### src/tinkerPkg.sv
// Tinker core package with widths, opcodes, reset values, FSM states and bus structs
package tinkerPkg;

    // --------------------
    // Widths and sizes
    localparam int addrWidth    = 32;
    localparam int dataWidth    = 64;
    localparam int instrWidth   = 32;
    localparam int litWidth     = 12;
    localparam int regAddrWidth = 5;
    localparam int numRegs      = 32;
    localparam int strbWidth    = dataWidth / 8;   // One strobe per byte

    // Reset values and pc step
    localparam logic [dataWidth-1:0] resetPc    = 64'h2000;
    localparam logic [dataWidth-1:0] resetSp    = 64'h8_0000;  // r31, top of memory
    localparam logic [dataWidth-1:0] instrBytes = 64'd4;

    // --------------------
    // Kept opcodes, reference encodings
    typedef enum logic [4:0] {
        opAnd    = 5'h00,
        opOr     = 5'h01,
        opXor    = 5'h02,
        opNot    = 5'h03,
        opShftr  = 5'h04,
        opShftri = 5'h05,
        opShftl  = 5'h06,
        opShftli = 5'h07,
        opBr     = 5'h08,
        opBrr    = 5'h09,   // brr rd
        opBrrLit = 5'h0a,   // brr L
        opBrnz   = 5'h0b,
        opHalt   = 5'h0f,
        opLoad   = 5'h10,   // mov rd, (rs)(L)
        opMovReg = 5'h11,
        opMovLit = 5'h12,
        opStore  = 5'h13,   // mov (rd)(L), rs
        opAdd    = 5'h18,
        opAddi   = 5'h19,
        opSub    = 5'h1a,
        opSubi   = 5'h1b
    } opcode_e;

    // Sequencer states
    typedef enum logic [2:0] {
        fetch,
        decode,
        execute,
        memAccess,
        writeback,
        halted
    } state_e;

    // --------------------
    // Instruction fields, opcode in the top bits
    typedef struct packed {
        opcode_e                 opcode;
        logic [regAddrWidth-1:0] rd;
        logic [regAddrWidth-1:0] rs;
        logic [regAddrWidth-1:0] rt;
        logic [litWidth-1:0]     lit;
    } instr_t;

    // AR and AW payload
    typedef struct packed {
        logic [addrWidth-1:0] addr;
        logic [2:0]           prot;
    } axiAddr_t;

    typedef struct packed {
        logic [dataWidth-1:0] data;
        logic [strbWidth-1:0] strb;
    } axiW_t;

    typedef struct packed {
        logic [dataWidth-1:0] data;
        logic [1:0]           resp;
    } axiR_t;

    // Request from the control unit to the bus master
    typedef struct packed {
        logic                 write;
        logic [addrWidth-1:0] addr;
        logic [dataWidth-1:0] wdata;
    } busReq_t;

endpackage
### src/axiLiteMaster.sv
`timescale 1ns/10ps
// AXI4-Lite master that carries one read or one write request at a time
module axiLiteMaster (
    input  logic                            clk,
    input  logic                            reset,
    input  logic                            reqValid,
    input  tinkerPkg::busReq_t              req,
    output logic                            reqDone,
    output logic [tinkerPkg::dataWidth-1:0] rdata,
    output logic                            arValid,
    input  logic                            arReady,
    output tinkerPkg::axiAddr_t             ar,
    input  logic                            rValid,
    output logic                            rReady,
    input  tinkerPkg::axiR_t                r,
    output logic                            awValid,
    input  logic                            awReady,
    output tinkerPkg::axiAddr_t             aw,
    output logic                            wValid,
    input  logic                            wReady,
    output tinkerPkg::axiW_t                w,
    input  logic                            bValid,
    output logic                            bReady,
    input  logic [1:0]                      bresp
);
    logic busy;
    logic start;
    logic rDone;
    logic bDone;

    // Idle when no channel flag is up
    assign busy  = arValid || rReady || awValid || wValid || bReady;
    assign start = reqValid && !busy;
    assign rDone = rValid && rReady;
    assign bDone = bValid && bReady;

    // --------------------
    // Channel flags
    always_ff @(posedge clk or posedge reset) begin
        if (reset) begin
            arValid <= 1'b0;
            rReady  <= 1'b0;
            awValid <= 1'b0;
            wValid  <= 1'b0;
            bReady  <= 1'b0;
            reqDone <= 1'b0;
        end else begin
            reqDone <= rDone || bDone;      // Single-cycle pulse

            if (start && !req.write) begin
                arValid <= 1'b1;
                rReady  <= 1'b1;
            end else begin
                if (arReady) arValid <= 1'b0;
                if (rValid)  rReady  <= 1'b0;
            end

            // AW and W drop on their own handshakes
            if (start && req.write) begin
                awValid <= 1'b1;
                wValid  <= 1'b1;
                bReady  <= 1'b1;
            end else begin
                if (awReady) awValid <= 1'b0;
                if (wReady)  wValid  <= 1'b0;
                if (bValid)  bReady  <= 1'b0;
            end
        end
    end

    // --------------------
    // Payloads, held until the handshake
    always_ff @(posedge clk) begin
        if (start) begin
            ar <= '{addr: req.addr, prot: 3'b000};
            aw <= '{addr: req.addr, prot: 3'b000};
            w  <= '{data: req.wdata, strb: '1};
        end
        if (rDone) begin
            rdata <= r.data;
        end
    end

endmodule

### config.mk
export PLATFORM = sky130hd
export DESIGN_NAME = axiLiteMaster
export DESIGN_NICKNAME = d
export VERILOG_FILES = /design/src/tinkerPkg.sv /design/src/axiLiteMaster.sv
export SDC_FILE = /design/constraint.sdc
export NUM_CORES = 1
export LEC_CHECK = 0
export BUFFER_PORTS_ARGS = -buffer_cell sky130_fd_sc_hd__buf_2
export CORE_AREA = 2 2 149 151
export CTS_CLUSTER_DIAMETER = 40
export CTS_CLUSTER_SIZE = 25
export DETAILED_ROUTE_END_ITERATION = 7
export DIE_AREA = 0 0 151 153
export PLACE_DENSITY = 0.6
export SETUP_SLACK_MARGIN = 0.15
export SKIP_CTS_REPAIR_TIMING = 1
export SYNTH_ARGS = -nofsm -noshare
export SYNTH_HDL_FRONTEND = slang
export SYNTH_SLANG_ARGS = --single-unit
### constraint.sdc
create_clock -name clk -period 7.31 [get_ports clk]
set_input_delay 0 -clock clk [delete_from_list [all_inputs] [get_ports clk]]
set_output_delay 0 -clock clk [all_outputs]
set_load 0.005 [all_outputs]
Yosys cells after proc, flatten, opt, wreduce, memory -nomap -nowiden --
Cells that the tools add are included.
Operators by class: muxes and demuxes 10, reduce and logical (&&, ||, !) cells 17
Operators with widths (count):
- $mux W1 | 10
- $reduce_bool A2 Y1 | 5
- $logic_and A1 B1 Y1 | 5
- $logic_or A1 B1 Y1 | 5
- $logic_not A1 Y1 | 2
Word-level totals: flip-flop bits (word level) 166, logic and storage cells 36

Depth between registers and ports, before layout --
depth in word-level cells 8, depth in mapped cells 3, depth with buffers taken out 2

Least setup slack after synthesis --
OpenSTA, ideal clock, no wires.
path type reg2reg, from register awValid, to register aw[10] in the netlist's numbering (enable), library setup time 551 ps, arrival time 5060 ps, slack 1699 ps, stages on the path, launching flop included 4, path buffers 1, period minus slack after synthesis 5611 ps, cell sequence dfrtp_1 or4_1 clkbuf_2 nor2_1
On the way: word-level cells in the longest chain between the ends 5
Ends and longest elaborated chain:
- start, declared | RTL line axiLiteMaster.sv:16 | output logic awValid,
- start signal, assigned | RTL line axiLiteMaster.sv:43 | awValid <= 1'b0;
- start signal, assigned | RTL line axiLiteMaster.sv:60 | awValid <= 1'b1;
- start signal, assigned | RTL line axiLiteMaster.sv:64 | if (awReady) awValid <= 1'b0;
- $logic_or A1 B1 Y1 (3 in a row) | RTL line axiLiteMaster.sv:32 | assign busy = arValid || rReady || awValid || wValid || bReady;
- $logic_not A1 Y1 | RTL line axiLiteMaster.sv:33 | assign start = reqValid && !busy;
- $logic_and A1 B1 Y1 | RTL line axiLiteMaster.sv:33
- via start | RTL line axiLiteMaster.sv:27 | logic start;
- end signal, assigned | RTL line axiLiteMaster.sv:76 | aw <= '{addr: req.addr, prot: 3'b000};
- end, declared | RTL line axiLiteMaster.sv:18 | output tinkerPkg::axiAddr_t aw,
The timed path passes the listed nets, and every way through them passes these cells. A chain may end at the register's enable or synchronous reset.

Worst setup path in the final report --
from register rReady, to register w[49] in the netlist's numbering (enable)
On the way: word-level cells in the longest chain between the ends 6
Ends and longest elaborated chain:
- start, declared | RTL line axiLiteMaster.sv:14 | output logic rReady,
- start signal, assigned | RTL line axiLiteMaster.sv:42 | rReady <= 1'b0;
- start signal, assigned | RTL line axiLiteMaster.sv:52 | rReady <= 1'b1;
- start signal, assigned | RTL line axiLiteMaster.sv:55 | if (rValid) rReady <= 1'b0;
- $logic_or A1 B1 Y1 (4 in a row) | RTL line axiLiteMaster.sv:32
- $logic_not A1 Y1 | RTL line axiLiteMaster.sv:33
- $logic_and A1 B1 Y1 | RTL line axiLiteMaster.sv:33
- via start | RTL line axiLiteMaster.sv:27
- end signal, assigned | RTL line axiLiteMaster.sv:77 | w <= '{data: req.wdata, strb: '1};
- end, declared | RTL line axiLiteMaster.sv:21 | output tinkerPkg::axiW_t w,
The timed path passes the listed nets, and every way through them passes these cells.

==> run_summary.xml <==
<?xml version="1.0" encoding="UTF-8"?>
<metrics>
  <group name="status">
    <metric name="outcome" unit="">finished, final reports clean</metric>
  </group>
  <group name="yosys">
    <metric name="ys_types" unit="">14</metric>
    <metric name="netlist_area" unit="µm²">5410</metric>
    <metric name="synth_top_cell_area_share" unit="%">88.81</metric>
    <metric name="syn_warnings" unit="">0</metric>
    <metric name="synthTopCellsByArea" unit="">edfxtp_1, buf_4, dfrtp_1</metric>
    <metric name="synthCells" unit="">232</metric>
    <metric name="synth_sequential_area_ratio" unit="%">91.58</metric>
    <metric name="netlist.top_cell.by_area" unit="">edfxtp_1</metric>
    <metric name="postSynthRegisterBits" unit="">166</metric>
    <metric name="syn-mean-instance-area" unit="µm²">23.32</metric>
  </group>
  <group name="sta">
    <metric name="final_max_slew_viol_count" unit="">0</metric>
    <metric name="rsz0062_at_grt" unit="">no</metric>
    <metric name="clock-skew-final" unit="ns">0.01120</metric>
    <metric name="final.period_utilization" unit="%">38.24</metric>
    <metric name="setup-tns-final" unit="ns">0</metric>
    <metric name="max_slew.worst_pin.slew" unit="ns">1.054</metric>
    <metric name="fmax" unit="MHz">357.7</metric>
    <metric name="fin_crit" unit="ns">2.795</metric>
    <metric name="hold_viol" unit="">0</metric>
    <metric name="slew_headroom" unit="%">29.76</metric>
    <metric name="setup_viol_count_final" unit="">0</metric>
  </group>
  <group name="layout">
    <metric name="layout.cells.non_filler" unit="">1048</metric>
    <metric name="n_fill_cell" unit="">1933</metric>
    <metric name="final_nets" unit="">928</metric>
    <metric name="drive_above_1_share" unit="%">52.34</metric>
    <metric name="layout-area-overhead-vs-synth" unit="%">77.54</metric>
    <metric name="num_antenna_cells" unit="">0</metric>
    <metric name="register_area" unit="µm²">4955</metric>
    <metric name="footprint_of_the_multi_input_gates" unit="µm²">136.4</metric>
  </group>
  <group name="clock_tree">
    <metric name="cts_root_buf" unit="">clkbuf_16</metric>
    <metric name="insertion_delay" unit="ns">0.41</metric>
    <metric name="maximum_root_to_sink_buffer_count" unit="">2</metric>
    <metric name="clock_tree_from_tritoncts" unit="">built</metric>
    <metric name="htreeDepth" unit="">4</metric>
    <metric name="cts_inserted_buffers" unit="">17</metric>
    <metric name="clkSlewWorstSetupHoldPaths" unit="ns">0.07</metric>
    <metric name="cts.sink_count" unit="">166</metric>
  </group>
  <group name="setup_path">
    <metric name="cp_max_fo" unit="">83</metric>
    <metric name="crit_buf_inv" unit="">1</metric>
    <metric name="crit_arrival" unit="ns">2.82</metric>
    <metric name="path_cells" unit="">or4_1, nor2_4, buf_4</metric>
    <metric name="cp-start-kind" unit="">flip-flop</metric>
    <metric name="criticalPathCategory" unit="">reg2reg</metric>
    <metric name="timing.critical_path.to_type" unit="">flip-flop</metric>
    <metric name="critical_path.top_delay_family" unit="">simple AND/OR/NAND/NOR gates</metric>
    <metric name="timing.critical_path.slowest_stage_cell" unit="">buf_4</metric>
    <metric name="timing.reg2reg.setup_slack" unit="ns">4.51</metric>
    <metric name="critical_path.reg2reg.endpoint" unit="">w[49]</metric>
    <metric name="r2r_start" unit="">rReady</metric>
    <metric name="worst-r2r-cell-count" unit="">3</metric>
    <metric name="critPathMaxStageDelay" unit="ns">0.84</metric>
    <metric name="worst_ep_required_time" unit="ns">7.34</metric>
  </group>
  <group name="placed_design">
    <metric name="finalWeightedCongestion" unit="">0.7701</metric>
    <metric name="dp_cells" unit="">845</metric>
    <metric name="place.port_buffers" unit="">366</metric>
    <metric name="hpwl" unit="mm">10.68</metric>
  </group>
  <group name="detailed_routing">
    <metric name="vias_per_cell" unit="">3.812</metric>
    <metric name="drt_iter0_drc" unit="">143</metric>
    <metric name="drt_drc_violations_left" unit="">0</metric>
    <metric name="finalWirelength" unit="mm">15.87</metric>
    <metric name="post_drt_wl_per_cell" unit="µm">15.14</metric>
    <metric name="dr_total_vias" unit="">3995</metric>
    <metric name="antenna_nets_post_route" unit="">0</metric>
    <metric name="dr.pass1.iters" unit="">4</metric>
  </group>
  <group name="floorplanning">
    <metric name="die_width" unit="µm">151</metric>
    <metric name="num_rows" unit="">54</metric>
    <metric name="die_h" unit="µm">153</metric>
    <metric name="floorplan.die_area" unit="µm²">23100</metric>
    <metric name="floorplan.initialDensity" unit="%">25.18</metric>
    <metric name="core-area" unit="µm²">21490</metric>
    <metric name="pin_count" unit="">385</metric>
  </group>
  <group name="global_routing">
    <metric name="wire_length_of_the_first_global_routing_pass" unit="mm">18.94</metric>
    <metric name="overall_overflow_remaining_after_global_route" unit="">0</metric>
    <metric name="groute.usage.overall" unit="%">11.25</metric>
    <metric name="grt_start_max_net_pins" unit="">84</metric>
    <metric name="number_of_global_route_vias_before_repair" unit="">3454</metric>
    <metric name="antenna_found_initial" unit="">0</metric>
  </group>
  <group name="pwr">
    <metric name="pwr_density_cell" unit="nW/µm²">278.2</metric>
    <metric name="irDropWorstVdd" unit="mV">0.1363</metric>
    <metric name="power.leakage" unit="nW">4.114</metric>
  </group>
  <group name="flow_run">
    <metric name="max_cap_viol_count" unit="">0</metric>
  </group>
  <group name="hold_path">
    <metric name="holdCritPathClass" unit="">in2async</metric>
  </group>
</metrics>
==> registers in the layout, summed over array words and instances (netlist names) <==
| signal | count |
|---|---|
| arValid | 1 |
| aw | 32 |
| awValid | 1 |
| bReady | 1 |
| rReady | 1 |
| rdata | 64 |
| reqDone | 1 |
| w | 64 |
| wValid | 1 |
==> report_power, final <==
group	total (mW)	internal [mW]	switching (mW)
Combinational	0.475	0.229	0.246
Clock	0.883	0.486	0.397
Sequential	1.31	1.26	0.0540
Total	2.67	1.98	0.696
==> synth_stat cells <==
library cell and count:
a21o_1 1, and2_1 1, buf_4 46, clkbuf_2 1, conb_1 2, dfrtp_1 6
edfxtp_1 160, inv_1 6, nand2b_1 1, nand3b_1 1, nor2_1 1, o22ai_1 3
o32ai_1 2, or4_1 1
==> layout make-up <==
type,instances,area share [%]
Timing Repair Buffer,539,37.05
Clock inverter,15,1.641
Tap cell,280,3.647
Clock buffer,17,4.429
Multi-Input combinational cell,25,1.420
Inverter,6,0.2345
Sequential cell,166,51.58
==> metal layers <==
metal  part of all wire, %  GRT usage [%]  vias to the layer above
li1                      -              -                     1864
met1                    37          11.33                     1861
met2                    51          19.91                      258
met3                    11          5.910                       12
met4                   1.2          3.516                        0
met5                     0              0                        -
==> logic make-up after synthesis <==
logic type / Yosys count / share of synthesized area, %
other cells: 2 / 0.1388
compound gates: 6 / 0.8096
simple gates: 5 / 0.5784
flops: 166 / 91.58
buf+inv: 53 / 6.892
==> worst reg2reg max path: stages (launching register included) <==
cell     delay, ns
dfrtp_1       0.41
or4_1         0.66
nor2_4        0.40
buf_4         0.84
==> placed cells by master, fill, tap and decap left out <==
cell / synthesis / layout
buf_2: 0 / 366
dlygate4sd3_1: 0 / 171
edfxtp_1: 160 / 160
clkbuf_16: 0 / 17
conb_1: 2 / 14
inv_1: 6 / 6
dfrtp_1: 6 / 6
inv_6: 0 / 6
inv_8: 0 / 4
o22ai_1: 3 / 3
o32ai_1: 2 / 2
clkinv_4: 0 / 2
buf_4: 46 / 2
or4_1: 1 / 1
nand3b_1: 1 / 1
nand2b_1: 1 / 1
nor2_4: 0 / 1
and2_2: 0 / 1
a21o_1: 1 / 1
bufinv_16: 0 / 1
clkinv_2: 0 / 1
clkinvlp_4: 0 / 1
==> worst max path at each step <==
stage	start	endpoint	slack (ns)	cells after the start
2_1_floorplan	awValid	aw[10]	1.70	3
3_3_place_gp	rReady	w[25]	4.57	3
3_5_place_dp	rReady	w[18]	4.52	3
4_1_cts	awValid	w[31]	4.51	3
5_1_grt	awValid	w[12]	4.37	3
6_report	rReady	w[49]	4.51	3
==> metrics by stage <==
stage / total power [mW] / instance area [µm²] / hold slack (ns) / util [%] / setup slack (ns)
final: 2.672 / 9605 / 0.04165 / 44.71 / 4.515
after global routing: 2.804 / 9605 / 0.03732 / 44.71 / 4.366
after global placement: 1.724 / 7311 / -0.07738 / 34.03 / 4.569
after detailed placement: 1.732 / 7311 / -0.07865 / 34.03 / 4.524
after CTS: 2.627 / 7894 / -0.5367 / 36.74 / 4.513
after floorplan: 1.527 / 5455 / -0.2090 / - / 1.699
(Power assumes the default switching activity.)
