### src/tinkerPkg.sv
// Tinker core package with widths, opcodes, reset values, FSM states and bus structs
package tinkerPkg;

    // --------------------
    // Widths and sizes
    localparam int addrWidth    = 32;
    localparam int dataWidth    = 64;
    localparam int instrWidth   = 32;
    localparam int litWidth     = 12;
    localparam int regAddrWidth = 5;
    localparam int numRegs      = 32;
    localparam int strbWidth    = dataWidth / 8;   // One strobe per byte

    // Reset values and pc step
    localparam logic [dataWidth-1:0] resetPc    = 64'h2000;
    localparam logic [dataWidth-1:0] resetSp    = 64'h8_0000;  // r31, top of memory
    localparam logic [dataWidth-1:0] instrBytes = 64'd4;

    // --------------------
    // Kept opcodes, reference encodings
    typedef enum logic [4:0] {
        opAnd    = 5'h00,
        opOr     = 5'h01,
        opXor    = 5'h02,
        opNot    = 5'h03,
        opShftr  = 5'h04,
        opShftri = 5'h05,
        opShftl  = 5'h06,
        opShftli = 5'h07,
        opBr     = 5'h08,
        opBrr    = 5'h09,   // brr rd
        opBrrLit = 5'h0a,   // brr L
        opBrnz   = 5'h0b,
        opHalt   = 5'h0f,
        opLoad   = 5'h10,   // mov rd, (rs)(L)
        opMovReg = 5'h11,
        opMovLit = 5'h12,
        opStore  = 5'h13,   // mov (rd)(L), rs
        opAdd    = 5'h18,
        opAddi   = 5'h19,
        opSub    = 5'h1a,
        opSubi   = 5'h1b
    } opcode_e;

    // Sequencer states
    typedef enum logic [2:0] {
        fetch,
        decode,
        execute,
        memAccess,
        writeback,
        halted
    } state_e;

    // --------------------
    // Instruction fields, opcode in the top bits
    typedef struct packed {
        opcode_e                 opcode;
        logic [regAddrWidth-1:0] rd;
        logic [regAddrWidth-1:0] rs;
        logic [regAddrWidth-1:0] rt;
        logic [litWidth-1:0]     lit;
    } instr_t;

    // AR and AW payload
    typedef struct packed {
        logic [addrWidth-1:0] addr;
        logic [2:0]           prot;
    } axiAddr_t;

    typedef struct packed {
        logic [dataWidth-1:0] data;
        logic [strbWidth-1:0] strb;
    } axiW_t;

    typedef struct packed {
        logic [dataWidth-1:0] data;
        logic [1:0]           resp;
    } axiR_t;

    // Request from the control unit to the bus master
    typedef struct packed {
        logic                 write;
        logic [addrWidth-1:0] addr;
        logic [dataWidth-1:0] wdata;
    } busReq_t;

endpackage
### src/coreControl.sv
`timescale 1ns/10ps
// Control unit that holds instruction and pc and sequences fetch through writeback
module coreControl (
    input  logic                            clk,
    input  logic                            reset,
    output tinkerPkg::instr_t               instr,
    output logic [tinkerPkg::dataWidth-1:0] pc,
    input  logic [tinkerPkg::dataWidth-1:0] aluResult,
    input  logic [tinkerPkg::dataWidth-1:0] memAddr,
    input  logic [tinkerPkg::dataWidth-1:0] nextPc,
    input  logic [tinkerPkg::dataWidth-1:0] rsData,
    output logic                            regWrite,
    output logic [tinkerPkg::dataWidth-1:0] wbData,
    output logic                            reqValid,
    output tinkerPkg::busReq_t              req,
    input  logic                            reqDone,
    input  logic [tinkerPkg::dataWidth-1:0] rdata,
    output logic                            hlt
);
    tinkerPkg::state_e               state;
    tinkerPkg::state_e               nextState;
    logic [tinkerPkg::dataWidth-1:0] resultQ;
    logic [tinkerPkg::dataWidth-1:0] memAddrQ;
    logic [tinkerPkg::dataWidth-1:0] nextPcQ;
    logic                            isLoad;
    logic                            isStore;
    logic                            isHalt;
    logic                            writesReg;
    logic                            reqPending;
    logic                            wantReq;
    logic                            pcWrite;

    // --------------------
    // Opcode classes
    assign isLoad  = (instr.opcode == tinkerPkg::opLoad);
    assign isStore = (instr.opcode == tinkerPkg::opStore);
    assign isHalt  = (instr.opcode == tinkerPkg::opHalt) && (instr.lit[3:0] == 4'h0);

    always_comb begin
        case (instr.opcode)
            tinkerPkg::opAnd, tinkerPkg::opOr, tinkerPkg::opXor, tinkerPkg::opNot,
            tinkerPkg::opShftr, tinkerPkg::opShftri, tinkerPkg::opShftl, tinkerPkg::opShftli,
            tinkerPkg::opAdd, tinkerPkg::opAddi, tinkerPkg::opSub, tinkerPkg::opSubi,
            tinkerPkg::opMovReg, tinkerPkg::opMovLit, tinkerPkg::opLoad:
                writesReg = 1'b1;
            default:
                writesReg = 1'b0;   // Branches, store, halt and unknown opcodes
        endcase
    end

    // --------------------
    // Sequencer
    always_comb begin
        nextState = state;
        case (state)
            tinkerPkg::fetch:
                if (reqDone) nextState = tinkerPkg::decode;
            tinkerPkg::decode:
                nextState = isHalt ? tinkerPkg::halted : tinkerPkg::execute;
            tinkerPkg::execute:
                nextState = (isLoad || isStore) ? tinkerPkg::memAccess : tinkerPkg::writeback;
            tinkerPkg::memAccess:
                if (reqDone) nextState = tinkerPkg::writeback;
            tinkerPkg::writeback:
                nextState = tinkerPkg::fetch;
            default:
                nextState = tinkerPkg::halted;  // Stays until reset
        endcase
    end

    // One request per bus state, issued as that state is entered
    assign wantReq = ((nextState == tinkerPkg::fetch) || (nextState == tinkerPkg::memAccess))
                     && !reqPending;

    always_ff @(posedge clk or posedge reset) begin
        if (reset) begin
            state      <= tinkerPkg::fetch;
            pc         <= tinkerPkg::resetPc;
            reqValid   <= 1'b0;
            reqPending <= 1'b0;
        end else begin
            state    <= nextState;
            reqValid <= wantReq;
            if (reqDone) begin
                reqPending <= 1'b0;
            end else if (wantReq) begin
                reqPending <= 1'b1;
            end
            if (pcWrite) begin
                pc <= nextPcQ;
            end
        end
    end

    // Instruction register and execute latches
    always_ff @(posedge clk) begin
        if ((state == tinkerPkg::fetch) && reqDone) begin
            // Big-endian fetch puts the instruction in the upper word
            instr <= tinkerPkg::instr_t'(rdata[tinkerPkg::dataWidth-1 -: tinkerPkg::instrWidth]);
        end
        if (state == tinkerPkg::execute) begin
            resultQ  <= aluResult;
            memAddrQ <= memAddr;
            nextPcQ  <= nextPc;
        end
    end

    // --------------------
    // Bus request and writeback
    always_comb begin
        req.write = (state == tinkerPkg::memAccess) && isStore;
        req.addr  = (state == tinkerPkg::memAccess) ? memAddrQ[tinkerPkg::addrWidth-1:0]
                                                    : pc[tinkerPkg::addrWidth-1:0];
        req.wdata = rsData;     // Store source register
    end

    assign pcWrite  = (state == tinkerPkg::writeback);
    assign regWrite = pcWrite && writesReg;
    assign wbData   = isLoad ? rdata : resultQ;   // Master holds load data until next request
    assign hlt      = (state == tinkerPkg::halted);

endmodule

### config.mk
export PLATFORM = sky130hd
export DESIGN_NAME = coreControl
export DESIGN_NICKNAME = d
export VERILOG_FILES = /design/src/tinkerPkg.sv /design/src/coreControl.sv
export SDC_FILE = /design/constraint.sdc
export NUM_CORES = 1
export LEC_CHECK = 0
export ABC_AREA = 1
export BUFFER_PORTS_ARGS = -buffer_cell sky130_fd_sc_hd__buf_2
export CORE_AREA = 5 5 221 223
export CTS_BUF_LIST = sky130_fd_sc_hd__clkbuf_8
export DETAILED_ROUTE_END_ITERATION = 10
export DIE_AREA = 0 0 226 228
export GPL_TIMING_DRIVEN = 1
export SLEW_MARGIN = 20
export SYNTH_ARGS = -nofsm -noshare
export SYNTH_HDL_FRONTEND = slang
export SYNTH_SLANG_ARGS = --single-unit
### constraint.sdc
create_clock -name clk -period 17.27 [get_ports clk]
set_clock_uncertainty 0.15 [all_clocks]
set_input_delay 4.3175 -clock clk [delete_from_list [all_inputs] [get_ports clk]]
set_output_delay 4.3175 -clock clk [all_outputs]
set_load 0.1 [all_outputs]
After elaboration in Yosys (flattened, before gate mapping)
Memories as Yosys holds them, arrays and structs flattened. A register that Yosys moved wholly into a read port is not among the register bits.
Cells that the tools add are included.
{ "op_classes": {"muxes": 10, "n_eq_ne": 9, "reduce_logical": 12} }
{ "op_table": {"columns": ["op", "count"], "rows": [
  ["two-way mux 64 bit", 1],
  ["two-way mux 32 bit", 1],
  ["case mux 3 bit (5 select lines)", 1],
  ["two-way mux 3 bit", 4],
  ["== test 5 bit, second input constant", 2],
  ["== test 3 x 2 -> 1 bit, second input constant", 3],
  ["== test 3 bit, second input constant", 2],
  ["zero test 3 bit", 2],
  ["== test 5 x 4 -> 1 bit, second input constant", 1],
  ["logical AND 1 bit", 5],
  ["two-way mux 5 bit", 1],
  ["zero test 4 bit", 1],
  ["== test 3 x 1 -> 1 bit, second input constant", 1],
  ["logical OR 1 bit", 2],
  ["two-way mux 1 bit", 2],
  ["nonzero test 2 bit", 1],
  ["zero test 1 bit", 1]
]} }
{ "word_totals": {"out_inout_bits": 260, "memories": 1, "rom_bits": 32, "in_bits": 323, "elab_cells": 44, "regBits": 261} }
{ "mem_list": {"columns": ["memory", "words", "word_bits", "rd", "rd_clocked_by_memory_dff", "wr", "line", "rtl"], "rows": [
  ["(name not given)", 32, 1, 1, 1, 0, "coreControl.sv:40", "case (instr.opcode)"]
]} }

Depth between registers and ports, before layout
Gate-level depths: netlist (run 1).
{ "depth": {"word_depth": 9, "mapped_depth": 8, "depth_no_buf": 8} }

Least setup slack after synthesis (run 1)
Ideal clock, no wire load.
{ "synth_path": {"path_kind": "register -> register", "startpoint": "register state[2]", "endpoint": "register state[0]", "path_stages_with_launch": 4, "t_required_ns": 17.014, "period_less_slack_ns": 12.740, "n_path_buf": 0, "arrival_ns": 12.484, "slack_ns": 4.530, "setup_ns": 0.106, "path_cell_list": "dfrtp_1 -> nor3_1 -> a21oi_1 -> nand2_1"} }
{ "synth_between": {"elab_chain_cells": 2, "elab_cells_between_ends": 6, "cone_classes": "4 x eq/ne; 1 x mux; 1 x reduce/logical"} }
{ "synth_rtl": {"columns": ["element", "line", "rtl"], "rows": [
  ["from (decl)", "coreControl.sv:20", "tinkerPkg::state_e state;"],
  ["from (signal assigned)", "coreControl.sv:77", "state <= tinkerPkg::fetch;"],
  ["from (signal assigned)", "coreControl.sv:82", "state <= nextState;"],
  ["== test 3 bit (tied with other cells)", "coreControl.sv:55", "case (state)"],
  ["case mux 3 bit (5 select lines) (*)", "coreControl.sv:55", null],
  ["net nextState[0]", "coreControl.sv:21", "tinkerPkg::state_e nextState;"]
]} }
The timed path passes the listed nets; every way through them passes the cells marked *.
A chain may end at the register's enable or synchronous reset.

Worst setup path after layout (run 1)
{ "layout_path": {"startpoint": "input port rdata[63] (netlist name)", "endpoint": "output port wbData[63] (netlist name)"} }
{ "layout_between": {"elab_chain_cells": 1} }
{ "layout_rtl": {"columns": ["element", "line", "rtl"], "rows": [
  ["from (decl)", "coreControl.sv:17", "input logic [tinkerPkg::dataWidth-1:0] rdata,"],
  ["two-way mux 64 bit", "coreControl.sv:119", "assign wbData = isLoad ? rdata : resultQ;"],
  ["to (decl)", "coreControl.sv:13", "output logic [tinkerPkg::dataWidth-1:0] wbData,"]
]} }
Every way passes these cells.

==> results_dict.tcl, run 1 <==
set metrics [dict create \
    min_period_over_period 0.5555 \
    netlist_area_um2 10400 \
    reg2reg_from "state[2]" \
    grt.overflow.total 0 \
    seq_area_um2 7513 \
    cts_setup_buffers 0 \
    rsz0062_at_grt "false" \
    reg2reg_slack_ns 14.49 \
    hold_path_end "reqValid" \
    post_cts_resized 0 \
    io_pins 583 \
    fillers 4741 \
    drc_errors 0 \
    fmax_mhz 104.2 \
    synth_nets 963 \
    htree_levels 2 \
    cts_sinks 262 \
    power_density_nw_per_um2 95.21 \
    ys_ff_latch 262 \
    setup_viol 0 \
    syn_area_per_cell_um2 16.24 \
    grt_pass1_wl_um 47960 \
    cp_max_fo 3 \
    critical_path_class "in -> out" \
    placed_cell_area_um2 12730 \
    routed_wl_um 34400 \
    io_buffer_count 422 \
    grt_pass1_vias 7258 \
    wl_per_cell_um 20.43 \
    cts_buffers 48 \
    die_h_um 228 \
    grt_usage 0.1262 \
    min_path_type "reg -> reg" \
    ctsHoldBuffers 0 \
    via_count 6647 \
    fin_tns_setup_ns 0 \
    hold_path_startpoint "reqPending" \
    design.core.area_um2 46360 \
    rr_endpoint "state[0]" \
    layout-drive-gt1-share 0.5853 \
    critPathCaptureType "output port" \
    drt_iter0_markers 211 \
    rr_worst_depth 6 \
    hpwlAfterDp_um 25950 \
    worst_slew_pin_slew_ns 1.035 \
    cts-root-buf "clkbuf_8" \
    startpoint_type "input port" \
    insertion_delay_ns 0.60 \
    whs_path_depth 1 \
    drv_slew 0 \
    grt_max_degree 76 \
    vias_per_cell 3.947 \
    place.gp.congestion 0.7789 \
    slew_headroom 0.3103 \
    drv_cap 0 \
    hold_viol_final 0 \
    antenna_found_initial 11 \
    cts.clk_slew.worst_paths_ns 0.05 \
    place_ws_ns 7.675 \
    chipWidth_um 226 \
    design_area_um2 13720 \
    firstDrtPassIters 4 \
    arrival_ns 5.13 \
    ys_warn_count 0 \
    final_antenna_net_count 0 \
    area_delta_synth_final_pct 31.99 \
    status "finished clean" \
    multi_input_area_um2 2211 \
    ir_drop_v 0.00006005 \
    clockBufferDepth 3 \
    worstPathRequired_ns 12.80 \
    timing.final.ws_setup_ns 7.677 \
    ys_types 23 \
    syn_inst 640 \
    die_area_um2 51530 \
    synth-seq-area-share 0.7227 \
    leakagePower_uw 0.006412 \
    initial_utilization 0.2243 \
    fp-row-count 79 \
    fin_nets 1358 \
    cts_tree "built" \
    period_minus_slack_ns 9.593 \
]
## final cells by class
type | count | share of cell area
diodes | 4 | 0.0007295
clock buffers | 56 | 0.05617
clock inverters | 32 | 0.01541
inverters | 20 | 0.005653
multi-input cells | 274 | 0.1611
flip-flops and latches | 262 | 0.5476
well taps | 607 | 0.05535
repair buffers | 429 | 0.1580
## cell usage after synthesis, drive strengths merged
cell type    n  area share
buf         83       0.059
dfxtp        1      0.0019
edfxtp     192        0.55
inv         20      0.0072
nand3b       1     0.00072
o311ai       1     0.00084
nor2        11      0.0040
dfstp        1      0.0025
o21ai        7      0.0034
nor3         5      0.0035
nand3        5      0.0029
a31oi        1     0.00060
mux2       123        0.15
nand2      115       0.042
dfrtp       68        0.16
clkbuf       1     0.00036
a21oi        5      0.0024
## logic make-up (layout without fill, tap and decap cells)
| family | count (synthesis) | after routing | share of synthesized area |
|---|---|---|---|
| and+or+nand+nor | 137 | 137 | 0.05259 |
| muxes | 123 | 123 | 0.1509 |
| AOI/OAI and AO/OA | 14 | 14 | 0.007221 |
| DFF | 262 | 262 | 0.7227 |
| buffers and inverters | 104 | 537 | 0.06655 |
| other | 0 | 4 | 0 |
## worst max-delay path by stage
| stage | slack, ns | start | end | cells past startpoint |
|---|---|---|---|---|
| 3_3_place_gp | 7.68 | rdata[62] | wbData[62] | 4 |
| 3_5_place_dp | 7.68 | rdata[63] | wbData[63] | 4 |
| 4_1_cts | 7.68 | rdata[63] | wbData[63] | 4 |
| 5_1_grt | 7.65 | rdata[63] | wbData[63] | 4 |
| 6_report | 7.68 | rdata[63] | wbData[63] | 4 |
| 2_1_floorplan | 4.53 | state[2] | state[0] | 3 |
## worst max-delay path: stages
cell and delay [ns]:
buf_2 0.10, inv_1 0.05, o21ai_0 0.14, buf_2 0.50
## metal layers
layer  track usage  up-vias  share of wire
li1              -     3002              -
met3       0.05189      119           0.11
met1        0.1229     3129           0.33
met5             0        -         0.0023
met2        0.2279      383           0.51
met4       0.06355       14          0.051
## sequential cells by signal (all words and copies together), names as in the netlist
| name | count |
|---|---|
| resultQ | 64 |
| state | 3 |
| reqPending | 1 |
| pc | 64 |
| nextPcQ | 64 |
| memAddrQ | 32 |
| writesReg | 1 |
| reqValid | 1 |
| instr | 32 |
## layout by cell type (no fill, tap or decap)
| cell | synthesis | routed |
|---|---|---|
| inv_4 | 0 | 1 |
| nor3_4 | 1 | 1 |
| a21oi_1 | 5 | 5 |
| o311ai_0 | 1 | 1 |
| nand2_1 | 115 | 114 |
| dfxtp_1 | 1 | 1 |
| buf_2 | 13 | 422 |
| buf_4 | 64 | 6 |
| nor3_2 | 0 | 1 |
| mux2_4 | 49 | 49 |
| inv_8 | 0 | 2 |
| dfrtp_1 | 68 | 68 |
| inv_2 | 2 | 2 |
| o21ai_0 | 7 | 7 |
| edfxtp_1 | 192 | 192 |
| nor3_1 | 4 | 3 |
| nand2_4 | 0 | 1 |
| diode_2 | 0 | 4 |
| a31oi_1 | 1 | 1 |
| dfstp_2 | 1 | 1 |
| nand3_4 | 0 | 1 |
| clkinv_2 | 0 | 6 |
| clkinvlp_4 | 0 | 1 |
| clkinv_8 | 0 | 1 |
| nor2_1 | 11 | 11 |
| clkbuf_8 | 0 | 56 |
| buf_6 | 6 | 1 |
| nand3_1 | 4 | 4 |
| mux2_2 | 74 | 74 |
| inv_1 | 18 | 35 |
| nand3b_1 | 1 | 1 |
| clkinv_1 | 0 | 2 |
| bufinv_16 | 0 | 2 |
## report_power, final
group	internal [uW]	total [uW]	switching [uW]
logic	18.5	33.6	15.1
clock network	328	596	268
registers	677	677	0.00000000000000240
## metrics by stage
stage	hold slack, ns	power [uW]	utilization	cells
finish	0.2772	1306	0.2960	1684
global route	0.3051	1367	0.2958	1680
CTS	0.2829	1336	0.2957	1680
detailed placement	0.2750	724.0	0.2745	1592
global placement	0.2744	722.0	0.2745	1592
floorplan	0.2525	764.3	-	640
(Power assumes the default switching activity.)
==> inputs of run 2 (changes only) <==
--- a/config.mk
+++ b/config.mk
@@ -5,12 +5,12 @@
 export SDC_FILE = /design/constraint.sdc
 export NUM_CORES = 1
 export LEC_CHECK = 0
-export ABC_AREA = 1
+export ABC_AREA = 0
 export BUFFER_PORTS_ARGS = -buffer_cell sky130_fd_sc_hd__buf_2
-export CORE_AREA = 5 5 221 223
+export CORE_AREA = 5 5 225 227
 export CTS_BUF_LIST = sky130_fd_sc_hd__clkbuf_8
 export DETAILED_ROUTE_END_ITERATION = 10
-export DIE_AREA = 0 0 226 228
+export DIE_AREA = 0 0 230 232
 export GPL_TIMING_DRIVEN = 1
 export SLEW_MARGIN = 20
 export SYNTH_ARGS = -nofsm -noshare
==> constraint.sdc (replaced) <==
create_clock -name clk -period 8.4 [get_ports clk]
set_clock_uncertainty 0.15 [all_clocks]
set_input_delay 2.1 -clock clk [delete_from_list [all_inputs] [get_ports clk]]
set_output_delay 2.1 -clock clk [all_outputs]
set_load 0.1 [all_outputs]
==> run 2 against run 1 <==
Compared with the run above:
- synthesized cell count shrank 14%
- largest cell class unchanged
- sequential share of layout area down 0.13 points
- count of clock-buffer cells in the layout unchanged
- global-route usage down 2.1 points
- critical endpoint is now wbData[0]
- highest routed layer unchanged
==> results_dict.tcl, run 2 <==
set metrics [dict create \
    routed_wl_um 29640 \
    ys_warn_count 0 \
    die_area_um2 53360 \
    cts_setup_buffers 0 \
    final_antenna_net_count 0 \
    antenna_found_initial 2 \
    initial_utilization 0.2164 \
    arrival_ns 3.27 \
    chipWidth_um 230 \
    wl_per_cell_um 18.45 \
    whs_path_depth 1 \
    slew_headroom 0.3393 \
    netlist_area_um2 10490 \
    min_path_type "reg -> reg" \
    rr_worst_depth 4 \
    hold_viol_final 0 \
    fmax_mhz 181.1 \
    cts_buffers 48 \
    grt_usage 0.1053 \
    ys.flop_type "edfxtp_1" \
    drv_cap 0 \
    synth.most_common_cell "edfxtp_1" \
    synth-edff-count 192 \
    setup_viol 0 \
    io_buffer_count 422 \
    diodes 0 \
    firstDrtPassIters 4 \
    cts-root-buf "clkbuf_8" \
    ys_types 35 \
    ctsHoldBuffers 0 \
    hold_path_end "pc[22]" \
    synth_top_area_frac 0.5499 \
    reg2reg_slack_ns 5.71 \
    io_pins 583 \
    htree_levels 2 \
    startpoint_type "flop" \
    vias_per_cell 3.905 \
    grt_pass1_vias 6792 \
    fin_nets 1268 \
    post_cts_resized 0 \
    rsz0062_at_grt "false" \
    synth_nets 872 \
    drv_slew 0 \
    ys_top_cells_by_count "edfxtp_1 (192), mux2_2 (100), dfrtp_1 (68)" \
    cts_tree "built" \
    rr_endpoint "nextPcQ[2]" \
    cp_max_fo 42 \
    holdWs_ns 0.3122 \
    clockBufferDepth 3 \
    grt_pass1_wl_um 42750 \
    final_common_cell "buf_2" \
    top_regs "nextPcQ: 64 flops, pc: 64 flops, resultQ: 64 flops" \
    grt.overflow.total 0 \
    drt_iter0_markers 233 \
    hold_path_startpoint "nextPcQ[22]" \
    worstPathRequired_ns 6.15 \
    design.core.area_um2 48440 \
    synth-seq-area-share 0.7166 \
    grt_max_degree 70 \
    period_minus_slack_ns 5.523 \
    ys_ff_latch 262 \
    insertion_delay_ns 0.61 \
    synth_largest_area_cell "edfxtp_1" \
    syn_inst 549 \
    worst_slew_pin_slew_ns 0.9910 \
    cts_sinks 262 \
    fin_tns_setup_ns 0 \
    reg2reg_from "state[2]" \
    hpwlAfterDp_um 21950 \
    via_count 6272 \
    drc_errors 0 \
    status "finished clean" \
    syn_area_per_cell_um2 19.10 \
    layout_common_cells "buf_2 (422), edfxtp_1 (192), mux2_2 (100)" \
    ys_async_sr_fraction 0.2634 \
    die_h_um 232 \
    place.gp.congestion 0.7959 \
    min_period_over_period 0.6575 \
    cts.clk_slew.worst_paths_ns 0.06 \
    fp-row-count 81 \
    critPathCaptureType "output port" \
    layout-drive-gt1-share 0.6748 \
    synth_area_leaders "edfxtp_1 (55%), dfrtp_1 (16%), mux2_2 (11%), mux2_4 (8.6%), buf_4 (4.6%)" \
    area_delta_synth_final_pct 31.19 \
    critical_path_class "reg -> out" \
]
## run 2: cell types whose count changed after synthesis, sizes merged, moves of 3 or more
cell,change
nor2,-6
nand3,-5
nand2,-112
mux2,+37
nor3,-4
a21oi,-3
inv,-14
o21ai,-4
## run 2: area by class of cell
type	count	area, um2
Inverter	6	23.77
Fill cell	4978	34690
Timing Repair Buffer	429	2177
Tap cell	622	778.2
Clock inverter	33	185.2
Sequential cell	262	7513
Multi-Input combinational cell	198	2307
Clock buffer	56	770.7
## run 2: logic make-up after synthesis
family | count (synthesis) | share of synthesized area
AO/OA/AOI/OAI | 16 | 0.01181
XOR/XNOR | 1 | 0.0008355
buffers and inverters | 89 | 0.06563
flip-flops | 262 | 0.7166
multiplexers | 160 | 0.1933
AND/OR/NAND/NOR | 21 | 0.01181
## run 2: worst max-delay path by stage
| stage | slack, ns | end | start |
|---|---|---|---|
| 2_1_floorplan | 0.19 | memAddrQ[0] | state[2] |
| 3_5_place_dp | 3.27 | wbData[63] | rdata[63] |
| 3_3_place_gp | 3.27 | wbData[63] | rdata[63] |
| 6_report | 2.88 | wbData[0] | instr[30] |
| 4_1_cts | 2.77 | wbData[63] | instr[29] |
| 5_1_grt | 2.72 | wbData[0] | instr[29] |
## run 2: metrics by stage
| stage | std cells | area (um2) | worst slack, ns | utilization |
|---|---|---|---|---|
| after floorplan | 549 | 10490 | 0.1903 | - |
| after global placement | 1516 | 12780 | 3.269 | 0.2638 |
| after detailed placement | 1517 | 12800 | 3.268 | 0.2642 |
| after CTS | 1606 | 13760 | 2.772 | 0.2840 |
| after global routing | 1606 | 13760 | 2.717 | 0.2840 |
| final | 1606 | 13760 | 2.877 | 0.2840 |
## run 2: layer usage
metal  track usage  up-vias  share of wire
met1        0.1104     3033           0.36
met3       0.04268      111          0.087
met2        0.1809      317           0.50
met5             0        -         0.0013
li1              -     2807              -
met4       0.05791        4          0.052
## run 2: critical path, stage by stage (launching register included)
cell and delay (ns):
edfxtp_1 0.48, or3b_1 0.41, or3_4 0.55, buf_4 0.45, mux2_2 0.32, buf_2 0.42
Power of run 2 is left out: the tool's default activity adds up to more than one toggle a clock period on the data nets, which glitch-free logic cannot reach.
